==> config.mk <==
export PLATFORM = sky130hd
export DESIGN_NAME = pq_packet_buffer_top
export DESIGN_NICKNAME = d
export VERILOG_FILES = /design/src/pq_mem_pkg.sv /design/src/pq_ctrl_pkg.sv /design/src/pq_free_page_list.sv /design/src/pq_enqueue.sv /design/src/pq_page_store.sv /design/src/pq_dequeue.sv /design/src/pq_packet_buffer_top.sv
export VERILOG_INCLUDE_DIRS = /design/src /design/src/src
export SDC_FILE = /design/constraint.sdc
export NUM_CORES = 2
export LEC_CHECK = 0
export ABC_AREA = 1
export BUFFER_PORTS_ARGS = -buffer_cell sky130_fd_sc_hd__buf_2
export CAP_MARGIN = 20
export CORE_ASPECT_RATIO = 2
export CORE_MARGIN = 4
export CORE_UTILIZATION = 30
export DETAILED_ROUTE_END_ITERATION = 10
export MAX_ROUTING_LAYER = met4
export PLACE_DENSITY = 0.55
export SLEW_MARGIN = 10
export SYNTH_ARGS = -nofsm -noshare
export SYNTH_HDL_FRONTEND = slang
export SYNTH_HIERARCHICAL = 1
export SYNTH_MEMORY_MAX_BITS = 65536
export SYNTH_SLANG_ARGS = --single-unit
==> constraint.sdc <==
create_clock -name malloc -period 12.3 [get_ports malloc]
set_input_delay 2.46 -clock malloc [delete_from_list [all_inputs] [get_ports malloc]]
set_output_delay 2.46 -clock malloc [all_outputs]
set_load 0.05 [all_outputs]
==> src/pq_macros.svh <==
//////////////////////////////////////////////////
// Sizing macros for the paged packet queue
// Include before any package or module that sizes storage
//////////////////////////////////////////////////

`ifndef PQ_MACROS_SVH
`define PQ_MACROS_SVH

// Number of pages in the page RAM
`define PQ_NUM_PAGES 16

// Words per page, also the longest packet
`define PQ_PAGE_WORDS 8

// Width of one stream data word
`define PQ_DATA_W 32

`endif

==> src/pq_mem_pkg.sv <==
//////////////////////////////////////////////////
// Storage widths shared by the queue blocks
//////////////////////////////////////////////////

`include "pq_macros.svh"

package pq_mem_pkg;

    //////////////////////////////////////////////////
    // Page and word addressing

    // Page number inside the page RAM
    typedef logic [$clog2(`PQ_NUM_PAGES)-1:0] page_idx_t;

    // Word offset inside one page
    typedef logic [$clog2(`PQ_PAGE_WORDS)-1:0] word_idx_t;

    // Packet length 1..PAGE_WORDS, needs one extra bit
    typedef logic [$clog2(`PQ_PAGE_WORDS):0] pkt_len_t;

    //////////////////////////////////////////////////
    // Payload and counts

    typedef logic [`PQ_DATA_W-1:0] data_word_t;

    // Free page count 0..NUM_PAGES, also used for wrap-bit pointers
    typedef logic [$clog2(`PQ_NUM_PAGES):0] page_cnt_t;

endpackage

==> src/pq_ctrl_pkg.sv <==
//////////////////////////////////////////////////
// Stream beats, packet descriptors and FSM states
//////////////////////////////////////////////////

`include "pq_macros.svh"

package pq_ctrl_pkg;

    //////////////////////////////////////////////////
    // Bundles

    // One word on the input or output stream
    typedef struct packed {
        pq_mem_pkg::data_word_t data;
        logic                   last;
    } beat_t;

    // Committed packet, one per filled page
    typedef struct packed {
        pq_mem_pkg::page_idx_t page;
        pq_mem_pkg::pkt_len_t  len;
    } pkt_desc_t;

    //////////////////////////////////////////////////
    // State machines

    // Free list loads its indices first
    typedef enum logic {FPL_INIT, FPL_ACTIVE} fpl_state_t;

    typedef enum logic [1:0] {ENQ_IDLE, ENQ_ALLOC, ENQ_WRITE, ENQ_ACK_WAIT} enq_state_t;

    typedef enum logic [2:0] {DEQ_IDLE, DEQ_READ, DEQ_OFFER, DEQ_FREE, DEQ_DONE} deq_state_t;

endpackage

==> src/pq_free_page_list.sv <==
//////////////////////////////////////////////////
// FIFO of free page indices with four-phase allocate and free
// Sweeps every index in after reset, then serves requests
//////////////////////////////////////////////////

`timescale 1ns/1ps
`include "pq_macros.svh"

module pq_free_page_list (
    input  logic                  malloc,
    input  logic                  rst,
    input  logic                  alloc_req,
    output logic                  alloc_ack,
    output pq_mem_pkg::page_idx_t alloc_page,
    input  logic                  free_req,
    input  pq_mem_pkg::page_idx_t free_page,
    output logic                  free_ack,
    output pq_mem_pkg::page_cnt_t free_count
);

    import pq_mem_pkg::*;
    import pq_ctrl_pkg::*;

    //////////////////////////////////////////////////
    // Declarations

    page_idx_t  fifo [`PQ_NUM_PAGES];

    // Top bit tells full from empty
    page_cnt_t  wr_ptr;
    page_cnt_t  rd_ptr;

    fpl_state_t state;
    logic       empty;
    logic       alloc_take;
    logic       free_take;
    logic       fifo_we;
    page_idx_t  fifo_wdata;

    //////////////////////////////////////////////////
    // Responder conditions

    assign empty = (wr_ptr == rd_ptr);

    // New request seen while ack is still low
    assign alloc_take = (state == FPL_ACTIVE) && alloc_req && !alloc_ack && !empty;
    assign free_take  = (state == FPL_ACTIVE) && free_req && !free_ack;

    // Init sweep writes the index equal to the slot
    assign fifo_we    = (state == FPL_INIT) || free_take;
    assign fifo_wdata = (state == FPL_INIT) ? page_idx_t'(wr_ptr) : free_page;

    //////////////////////////////////////////////////
    // Control

    always_ff @(posedge malloc) begin
        if (rst) begin
            state      <= FPL_INIT;
            wr_ptr     <= '0;
            rd_ptr     <= '0;
            alloc_ack  <= 1'b0;
            free_ack   <= 1'b0;
            free_count <= '0;
        end else begin
            case (state)
                FPL_INIT: begin
                    // One index per cycle
                    wr_ptr <= wr_ptr + page_cnt_t'(1);
                    if (wr_ptr == page_cnt_t'(`PQ_NUM_PAGES - 1)) begin
                        state <= FPL_ACTIVE;
                    end
                end
                FPL_ACTIVE: begin
                    // Allocate responder
                    if (alloc_take) begin
                        alloc_ack <= 1'b1;
                        rd_ptr    <= rd_ptr + page_cnt_t'(1);
                    end else if (!alloc_req) begin
                        alloc_ack <= 1'b0;
                    end
                    // Free responder
                    if (free_take) begin
                        free_ack <= 1'b1;
                        wr_ptr   <= wr_ptr + page_cnt_t'(1);
                    end else if (!free_req) begin
                        free_ack <= 1'b0;
                    end
                end
                default: state <= FPL_INIT;
            endcase
            // Count trails the pointers by one cycle
            free_count <= (state == FPL_ACTIVE) ? wr_ptr - rd_ptr : '0;
        end
    end

    //////////////////////////////////////////////////
    // Index storage

    always_ff @(posedge malloc) begin
        if (fifo_we) begin
            fifo[page_idx_t'(wr_ptr)] <= fifo_wdata;
        end
        // Page held stable while ack is high
        if (alloc_take) begin
            alloc_page <= fifo[page_idx_t'(rd_ptr)];
        end
    end

endmodule

==> src/pq_enqueue.sv <==
//////////////////////////////////////////////////
// Input side, one page per packet
// Allocates a page, writes each word and commits the descriptor
//////////////////////////////////////////////////

`timescale 1ns/1ps
`include "pq_macros.svh"

module pq_enqueue (
    input  logic                   malloc,
    input  logic                   rst,
    input  logic                   in_req,
    input  pq_ctrl_pkg::beat_t     in_beat,
    output logic                   in_ack,
    output logic                   alloc_req,
    input  logic                   alloc_ack,
    input  pq_mem_pkg::page_idx_t  alloc_page,
    output logic                   wr_en,
    output pq_mem_pkg::page_idx_t  wr_page,
    output pq_mem_pkg::word_idx_t  wr_word,
    output pq_mem_pkg::data_word_t wr_data,
    output logic                   commit_en,
    output pq_ctrl_pkg::pkt_desc_t commit_desc
);

    import pq_mem_pkg::*;
    import pq_ctrl_pkg::*;

    enq_state_t state;
    page_idx_t  cur_page;
    word_idx_t  word_idx;
    logic       pkt_last;

    //////////////////////////////////////////////////
    // Page store write port

    // Offset advances only after the ack drops
    assign wr_page          = cur_page;
    assign wr_word          = word_idx;
    assign wr_data          = in_beat.data;
    assign commit_desc.page = cur_page;
    assign commit_desc.len  = pkt_len_t'(word_idx) + pkt_len_t'(1);

    //////////////////////////////////////////////////
    // Packet FSM

    always_ff @(posedge malloc) begin
        if (rst) begin
            state     <= ENQ_IDLE;
            in_ack    <= 1'b0;
            alloc_req <= 1'b0;
            wr_en     <= 1'b0;
            commit_en <= 1'b0;
            pkt_last  <= 1'b0;
            cur_page  <= '0;
            word_idx  <= '0;
        end else begin
            // Strobes last one cycle
            wr_en     <= 1'b0;
            commit_en <= 1'b0;
            case (state)
                ENQ_IDLE: begin
                    // First word waits for a page
                    if (in_req && !alloc_ack) begin
                        alloc_req <= 1'b1;
                        state     <= ENQ_ALLOC;
                    end
                end
                ENQ_ALLOC: begin
                    if (alloc_ack) begin
                        alloc_req <= 1'b0;
                        cur_page  <= alloc_page;
                        word_idx  <= '0;
                        state     <= ENQ_WRITE;
                    end
                end
                ENQ_WRITE: begin
                    // Write lands in the cycle in_ack rises
                    if (in_req) begin
                        in_ack    <= 1'b1;
                        wr_en     <= 1'b1;
                        commit_en <= in_beat.last;
                        pkt_last  <= in_beat.last;
                        state     <= ENQ_ACK_WAIT;
                    end
                end
                ENQ_ACK_WAIT: begin
                    if (!in_req) begin
                        in_ack <= 1'b0;
                        if (pkt_last) begin
                            state <= ENQ_IDLE;
                        end else begin
                            word_idx <= word_idx + word_idx_t'(1);
                            state    <= ENQ_WRITE;
                        end
                    end
                end
                default: state <= ENQ_IDLE;
            endcase
        end
    end

endmodule

==> src/pq_page_store.sv <==
//////////////////////////////////////////////////
// Page RAM with registered read and the queue of committed packets
//////////////////////////////////////////////////

`timescale 1ns/1ps
`include "pq_macros.svh"

module pq_page_store (
    input  logic                   malloc,
    input  logic                   rst,
    input  logic                   wr_en,
    input  pq_mem_pkg::page_idx_t  wr_page,
    input  pq_mem_pkg::word_idx_t  wr_word,
    input  pq_mem_pkg::data_word_t wr_data,
    input  logic                   rd_en,
    input  pq_mem_pkg::page_idx_t  rd_page,
    input  pq_mem_pkg::word_idx_t  rd_word,
    output pq_mem_pkg::data_word_t rd_data,
    input  logic                   commit_en,
    input  pq_ctrl_pkg::pkt_desc_t commit_desc,
    input  logic                   pop_en,
    output logic                   desc_valid,
    output pq_ctrl_pkg::pkt_desc_t head_desc
);

    import pq_mem_pkg::*;
    import pq_ctrl_pkg::*;

    //////////////////////////////////////////////////
    // Word RAM

    // Address is page then word offset
    data_word_t ram [`PQ_NUM_PAGES * `PQ_PAGE_WORDS];

    always_ff @(posedge malloc) begin
        if (wr_en) begin
            ram[{wr_page, wr_word}] <= wr_data;
        end
        // Data valid the cycle after rd_en
        if (rd_en) begin
            rd_data <= ram[{rd_page, rd_word}];
        end
    end

    //////////////////////////////////////////////////
    // Descriptor FIFO

    // One slot per page so it never overflows
    pkt_desc_t desc_mem [`PQ_NUM_PAGES];
    page_idx_t head_ptr;
    page_idx_t tail_ptr;
    page_cnt_t desc_cnt;

    always_ff @(posedge malloc) begin
        if (commit_en) begin
            desc_mem[tail_ptr] <= commit_desc;
        end
    end

    always_ff @(posedge malloc) begin
        if (rst) begin
            head_ptr <= '0;
            tail_ptr <= '0;
            desc_cnt <= '0;
        end else begin
            if (commit_en) begin
                tail_ptr <= tail_ptr + page_idx_t'(1);
            end
            if (pop_en) begin
                head_ptr <= head_ptr + page_idx_t'(1);
            end
            // Commit and pop in one cycle cancel out
            case ({commit_en, pop_en})
                2'b10:   desc_cnt <= desc_cnt + page_cnt_t'(1);
                2'b01:   desc_cnt <= desc_cnt - page_cnt_t'(1);
                default: desc_cnt <= desc_cnt;
            endcase
        end
    end

    // Oldest descriptor shown combinationally
    assign head_desc  = desc_mem[head_ptr];
    assign desc_valid = (desc_cnt != '0);

endmodule

==> src/pq_dequeue.sv <==
//////////////////////////////////////////////////
// Output side, reads packets in commit order
// Offers each word on four-phase, then frees the page
//////////////////////////////////////////////////

`timescale 1ns/1ps
`include "pq_macros.svh"

module pq_dequeue (
    input  logic                   malloc,
    input  logic                   rst,
    input  logic                   desc_valid,
    input  pq_ctrl_pkg::pkt_desc_t head_desc,
    output logic                   pop_en,
    output logic                   rd_en,
    output pq_mem_pkg::page_idx_t  rd_page,
    output pq_mem_pkg::word_idx_t  rd_word,
    input  pq_mem_pkg::data_word_t rd_data,
    output logic                   out_req,
    output pq_ctrl_pkg::beat_t     out_beat,
    input  logic                   out_ack,
    output logic                   free_req,
    output pq_mem_pkg::page_idx_t  free_page,
    input  logic                   free_ack
);

    import pq_mem_pkg::*;
    import pq_ctrl_pkg::*;

    deq_state_t state;
    word_idx_t  word_idx;
    logic       rd_wait;
    logic       word_last;

    //////////////////////////////////////////////////
    // RAM read port

    // Read issued on the first READ cycle only
    assign rd_en     = (state == DEQ_READ) && !rd_wait;
    assign rd_page   = head_desc.page;
    assign rd_word   = word_idx;
    assign word_last = (pkt_len_t'(word_idx) + pkt_len_t'(1)) == head_desc.len;

    //////////////////////////////////////////////////
    // Payload registers

    always_ff @(posedge malloc) begin
        if (state == DEQ_READ && rd_wait) begin
            out_beat.data <= rd_data;
            out_beat.last <= word_last;
        end
        // Page kept past the pop
        if (state == DEQ_OFFER && !out_req && !out_ack && word_last) begin
            free_page <= head_desc.page;
        end
    end

    //////////////////////////////////////////////////
    // Packet FSM

    always_ff @(posedge malloc) begin
        if (rst) begin
            state    <= DEQ_IDLE;
            word_idx <= '0;
            rd_wait  <= 1'b0;
            out_req  <= 1'b0;
            pop_en   <= 1'b0;
            free_req <= 1'b0;
        end else begin
            pop_en <= 1'b0;
            case (state)
                DEQ_IDLE: begin
                    if (desc_valid) begin
                        word_idx <= '0;
                        state    <= DEQ_READ;
                    end
                end
                DEQ_READ: begin
                    // Second cycle has rd_data
                    if (!rd_wait) begin
                        rd_wait <= 1'b1;
                    end else begin
                        rd_wait <= 1'b0;
                        out_req <= 1'b1;
                        state   <= DEQ_OFFER;
                    end
                end
                DEQ_OFFER: begin
                    if (out_req && out_ack) begin
                        out_req <= 1'b0;
                    end else if (!out_req && !out_ack) begin
                        // Handshake complete
                        if (word_last) begin
                            pop_en   <= 1'b1;
                            free_req <= 1'b1;
                            state    <= DEQ_FREE;
                        end else begin
                            word_idx <= word_idx + word_idx_t'(1);
                            state    <= DEQ_READ;
                        end
                    end
                end
                DEQ_FREE: begin
                    if (free_ack) begin
                        free_req <= 1'b0;
                        state    <= DEQ_DONE;
                    end
                end
                DEQ_DONE: begin
                    // Wait for the free list to drop its ack
                    if (!free_ack) begin
                        state <= DEQ_IDLE;
                    end
                end
                default: state <= DEQ_IDLE;
            endcase
        end
    end

endmodule

==> src/pq_packet_buffer_top.sv <==
//////////////////////////////////////////////////
// Paged packet queue top, four-phase streams in and out
//////////////////////////////////////////////////

`timescale 1ns/1ps
`include "pq_macros.svh"

module pq_packet_buffer_top (
    input  logic                  malloc,
    input  logic                  rst,
    input  logic                  in_req,
    input  pq_ctrl_pkg::beat_t    in_beat,
    output logic                  in_ack,
    output logic                  out_req,
    output pq_ctrl_pkg::beat_t    out_beat,
    input  logic                  out_ack,
    output pq_mem_pkg::page_cnt_t free_count
);

    import pq_mem_pkg::*;
    import pq_ctrl_pkg::*;

    //////////////////////////////////////////////////
    // Internal nets

    // Allocate and free handshakes
    logic       alloc_req;
    logic       alloc_ack;
    page_idx_t  alloc_page;
    logic       free_req;
    logic       free_ack;
    page_idx_t  free_page;

    // Page store strobes
    logic       wr_en;
    page_idx_t  wr_page;
    word_idx_t  wr_word;
    data_word_t wr_data;
    logic       commit_en;
    pkt_desc_t  commit_desc;
    logic       rd_en;
    page_idx_t  rd_page;
    word_idx_t  rd_word;
    data_word_t rd_data;
    logic       pop_en;
    logic       desc_valid;
    pkt_desc_t  head_desc;

    //////////////////////////////////////////////////
    // Blocks

    pq_free_page_list u_fpl (
        .malloc, .rst,
        .alloc_req, .alloc_ack, .alloc_page,
        .free_req, .free_page, .free_ack,
        .free_count
    );

    pq_enqueue u_enq (
        .malloc, .rst,
        .in_req, .in_beat, .in_ack,
        .alloc_req, .alloc_ack, .alloc_page,
        .wr_en, .wr_page, .wr_word, .wr_data,
        .commit_en, .commit_desc
    );

    pq_page_store u_store (
        .malloc, .rst,
        .wr_en, .wr_page, .wr_word, .wr_data,
        .rd_en, .rd_page, .rd_word, .rd_data,
        .commit_en, .commit_desc,
        .pop_en, .desc_valid, .head_desc
    );

    pq_dequeue u_deq (
        .malloc, .rst,
        .desc_valid, .head_desc, .pop_en,
        .rd_en, .rd_page, .rd_word, .rd_data,
        .out_req, .out_beat, .out_ack,
        .free_req, .free_page, .free_ack
    );

endmodule

Word-level counts from Yosys, hierarchy flattened
Memory sizes are Yosys's and may differ from the RTL's. A register that Yosys moved wholly into a read port is not among the register bits.
Index checks and enable logic that the tools add are counted.
{"block": "totals", "out_inout_bits": 40, "n_memories": 3, "input_bits": 37, "register_bits": 92, "mem_bits_rw": 4288, "elab_cells": 179}
{"name": "u_store.ram", "words": 128, "word_bits": 32, "read_ports": 1, "rd_clocked_by_memory_dff": 1, "write_ports": 1, "line_no": "pq_page_store.sv:33", "source": "data_word_t ram [`PQ_NUM_PAGES * `PQ_PAGE_WORDS];"}
{"name": "u_store.desc_mem", "words": 16, "word_bits": 8, "read_ports": 1, "rd_clocked_by_memory_dff": 1, "write_ports": 1, "line_no": "pq_page_store.sv:49", "source": "pkt_desc_t desc_mem [`PQ_NUM_PAGES];"}
{"name": "u_fpl.fifo", "words": 16, "word_bits": 4, "read_ports": 1, "rd_clocked_by_memory_dff": 1, "write_ports": 1, "line_no": "pq_free_page_list.sv:27", "source": "page_idx_t fifo [`PQ_NUM_PAGES];"}
{"block": "op_classes", "n_eq_ne": 29, "n_addsub": 11, "n_bitwise": 5, "reduce_logical": 47, "mux": 58}
{"operator": "$mux W3", "n": 13}
{"operator": "$ne A2 B2 Y1 const B", "n": 14}
{"operator": "$mux W1", "n": 25}
{"operator": "$pmux W5 S2", "n": 2}
{"operator": "$add A5 B1 Y5 const B", "n": 3}
{"operator": "$pmux W3 S5", "n": 1}
{"operator": "$reduce_bool A2 Y1", "n": 7}
{"operator": "$logic_and A1 B1 Y1", "n": 13}
{"operator": "$mux W2", "n": 6}
{"operator": "$mux W4", "n": 3}
{"operator": "$pmux W3 S2", "n": 2}
{"operator": "$reduce_and A2 Y1", "n": 5}
{"operator": "$reduce_and A5 Y1", "n": 2}
{"operator": "$reduce_and A3 Y1", "n": 3}
{"operator": "$add A3 B1 Y4 const B", "n": 2}
{"operator": "$add A4 B1 Y4 const B", "n": 2}
{"operator": "$pmux W1 S2", "n": 4}
{"operator": "$pmux W2 S4", "n": 1}
{"operator": "$reduce_and A4 Y1", "n": 2}
{"operator": "$add A3 B1 Y3 const B", "n": 2}
{"operator": "$eq A2 B2 Y1 const B", "n": 3}
{"operator": "$eq A3 B2 Y1 const B", "n": 2}
{"operator": "$logic_not A1 Y1", "n": 6}
{"operator": "$ne A2 B1 Y1 const B", "n": 3}
{"operator": "other kinds (18)", "n": 24}

Logic depth before layout (Yosys ltp)
{"block": "logic_depth", "ltp_word": 6, "depth_mapped": 18, "ltp_nobuf": 15}

By module
Netlist, hierarchy kept.
{"mod": "pq_page_store", "cells_each": 13832, "seq_area_each_um2": 128142.9, "instances": 1, "area_each_um2": 171231.7}
{"mod": "pq_free_page_list", "cells_each": 437, "seq_area_each_um2": 2402.3, "instances": 1, "area_each_um2": 4008.8}
{"mod": "pq_dequeue", "cells_each": 142, "seq_area_each_um2": 1311.3, "instances": 1, "area_each_um2": 1791.7}
{"mod": "pq_enqueue", "cells_each": 128, "seq_area_each_um2": 280.3, "instances": 1, "area_each_um2": 948.4}

Worst setup path after synthesis
OpenSTA, ideal clock, no wires.
{"block": "synth_path", "path_kind": "register to register", "startpoint": "reg u_enq.cur_page[3], in the netlist u_enq/wr_page[3]", "endpoint": "mem u_store/ram[72][0] (netlist name) (enable)", "stages_incl_launch_ff": 6, "t_required_ns": 11.798, "setup_ns": 0.502, "period_less_slack_ns": 4.722, "n_path_buf": 1, "setup_slack_ns": 7.578, "arrival_ns": 4.220, "path_cell_list": "dfxtp_1 buf_4 inv_1 nor2_1 nand3_1 nor4_1"}
{"item": "start: declaration", "line_no": "pq_enqueue.sv:30", "source": "page_idx_t cur_page;"}
{"item": "start signal: assignment", "line_no": "pq_enqueue.sv:72", "source": "cur_page <= alloc_page;"}
{"item": "end: declaration", "line_no": "pq_page_store.sv:33"}
Straight into the memory's write port.

==> results by group <==
Timing
  • Worst relative slew slack: 16.88%
  • Fin. Hold Viols: 0
  • Fin Setup TNS: 0 ns
  • Finish-stage setup viols: 0
  • Final min period: 6.788 ns
  • Final worst slack: 5.512 ns
  • Final Skew: 0.07861 ns
  • Slew Viols, Final: 0
  • WHS: 0.4790 ns
  • Unrepaired setup endpoints after global routing: false
  • Fin crit share: 55.18%
  • Worst Max-Slew Pin Slew: 1.243 ns
  • Maximum clock rate: 0.1473 GHz

Floorplan
  • Initial Utilization: 30.14%
  • Die H: 1.097 mm
  • FP Rows: 399
  • DIE AREA: 606400 um2
  • Die width: 552.6 um
  • Core ar.: 590600 um2
  • I/O pin total: 77

Global route
  • Vias in the first global route: 109849
  • Largest net degree at the start of global routing: 168
  • GRT overflow: 0
  • All-layer global routing usage: 19.15%
  • Global-route wire length before repair: 827.0 mm
  • Initial antenna violation count: 90

Clock tree
  • Root Driver: clkbuf_16
  • H-tree level count: 5
  • Max Root-Sink Buffers: 4
  • Number of clock sinks: 4420
  • CTS tree: yes
  • CTS buffer count: 358
  • Post-CTS Setup Repair Bufs: 0
  • Hold-fix buffers at CTS: 0
  • Clock slew at reported path FFs: 0.07 ns
  • Clock Latency Late Sink: 0.99 ns
  • PostCTS Resize Cnt: 0

Finish
  • Commonest non-fill, non-tap cell in the layout: edfxtp_1
  • Layout cells sized above 1: 7.295%
  • Synth-to-layout area growth: 11.66%
  • Non-filler instance count after layout: 22582
  • Final Util: 33.65%
  • Fin area: 198700 um2
  • Filler cells: 57491
  • Nets: 14356
  • Most frequent cells in the layout: 4361 x edfxtp_1, 4342 x nand2_1, 4106 x nand3_1, 360 x clkbuf_16, 312 x buf_4

Logic synthesis
  • Distinct cells, synth: 44
  • Post-Synthesis Net Count: 14598
  • Top FF cell, synth: edfxtp_1
  • Syn Area/Cell: 12.24 um2
  • Post-synth EDFFs: 4361
  • Cell Area, Synth: 178000 um2
  • YS warnings: 6
  • Ys async rst share: 0%
  • Sequential cell area fraction in the yosys report: 74.24%
  • Gate count of the mapped netlist: 14539
  • FF+latch count, synth: 4420

Drt
  • Post-route antenna net violation count: 0
  • Initial DRT Pass Iterations: 6
  • DR iter-0 viols: 12413
  • WL/cell: 26.05 um
  • DRC viols: 0
  • Via count: 115439
  • Vias per Instance: 5.112
  • Final WL: 588.2 mm

Place
  • Placed instance area: 186600 um2
  • I/O Buffers: 76
  • DP HPWL: 340.8 mm
  • Pre-CTS WS: 5.690 ns
  • Placed Cells: 21755
  • GPL Wtd Cong: 0.8856

Setup path
  • Critical Path AT: 7.46 ns
  • Buf/Inv on CP: 4
  • Most frequent CP cell: nand3_1
  • Largest delay contributor family on the critical path: simple AND/OR/NAND/NOR gates
  • CP max stage delay: 0.88 ns
  • Critical Path Source Type: register
  • CP cell instances: buf_4 > a21oi_1 > o21ai_0 > o21ai_0 > o211ai_1 > nand2_4 > inv_8 > buf_4 > buf_4 > nand3_1 > nand3_1 > nand3_1 > nand3_1 > nand2_1
  • CP required: 12.98 ns
  • Slowest stage cell, crit path: nand3_1
  • CP endpoint kind: register
  • Crit path kind: register to register
  • Crit path max fanout: 70

Hold path
  • Min-delay src: u_deq/free_req
  • Hold crit path type: register to register

Power and ir drop
  • Total power: 29.58 mW
  • Maximum VDD drop: 0.1188 mV
  • Cell Pwr Density: 148.9 nW/um2
  • Leakage: 66.48 nW

Status
  • Status: completed

Run
  • Max-cap violations: 0
## Yosys cell counts (2+ instances only)
cell,count,area [um2]
nand2_1,4348,16320
o21ai_0,64,320.3
o211ai_1,32,240.2
mux2i_1,32,320.3
o21ai_1,4,20.02
buf_8,2,30.03
inv_4,4,25.02
a211oi_1,2,15.01
buf_4,169,1269
inv_2,7,26.28
nor3_1,9,45.04
a21oi_1,64,320.3
xnor2_1,2,17.52
a21oi_2,2,17.52
clkbuf_1,148,555.5
nor2_2,4,25.02
ha_1,21,262.8
nand2_2,5,31.28
nand3_1,4107,20550
buf_2,513,2567
edfxtp_1,4361,131000
nor2_1,203,762.0
buf_1,95,356.6
o21a_1,2,15.01
buf_6,62,698.2
dfxtp_1,59,1181
nor4_1,6,37.54
nand4_1,12,75.07
inv_1,174,653.1
nand3_2,4,40.04
nor2_4,3,33.78
xor2_1,7,61.31
## worst reg2reg max path: stages (launching register included)
cell      delay, ns
dfxtp_4        0.56
buf_4          0.68
a21oi_1        0.18
o21ai_0        0.14
o21ai_0        0.14
o211ai_1       0.26
nand2_4        0.35
inv_8          0.52
buf_4          0.69
buf_4          0.69
nand3_1        0.41
nand3_1        0.19
nand3_1        0.88
nand3_1        0.70
nand2_1        0.10
## state kept, by name, summed over array words and instances, names as in the netlist, 32 cells and up, named ones only
signal	cells
u_store/ram	4096
u_store/desc_mem	128
u_fpl/fifo	64
u_deq/out_beat	33
u_store/rd_data	32
## where the power goes
part / switching [mW] / internal [mW]
clock: 5.48 / 6.35
combinational: 0.848 / 0.200
sequential: 0.118 / 16.6
total: 6.44 / 23.1
## area by class of cell
type	count	area (um2)	area share, %
repair buffers	387	3258	1.639
clock buffers	431	9315	4.687
flip-flops and latches	4420	132200	66.50
clock inverters	217	2371	1.193
well taps	7819	9783	4.923
inverters	186	755.7	0.3803
diodes	178	445.4	0.2241
multi-input cells	8944	40650	20.45
## layer usage
| layer | up-vias | GRT usage, % | share of wire, % |
|---|---|---|---|
| met5 | - | - | 0 |
| met4 | 0 | 14.10 | 8.1 |
| met3 | 1106 | 2.403 | 6.0 |
| met2 | 4602 | 32.96 | 51 |
| met1 | 58332 | 20.18 | 35 |
| li1 | 51399 | - | - |
## kinds of logic (layout without fill, tap and decap cells)
| logic type | after synthesis | count (layout) | share of synthesized area [%] |
|---|---|---|---|
| AO/OA/AOI/OAI | 174 | 174 | 0.5498 |
| XOR/XNOR | 9 | 9 | 0.04429 |
| adder cells (fa/ha/maj) | 22 | 22 | 0.1589 |
| buffers and inverters | 1175 | 1221 | 3.475 |
| flip-flops | 4420 | 4420 | 74.24 |
| multiplexers | 32 | 32 | 0.1800 |
| other | 0 | 178 | 0 |
| AND/OR/NAND/NOR | 8707 | 8707 | 21.35 |
## worst paths after layout
path | end | slack [ns] | cells after the start
setup / recovery | u_store/rd_data[14] | 5.51 | 14
hold / removal | u_deq/free_req | 0.48 | 2
setup reg to reg | u_store/rd_data[14] | 5.51 | 14
hold reg to reg | u_deq/free_req | 0.48 | 2
Power figures use the tool's default switching activity.
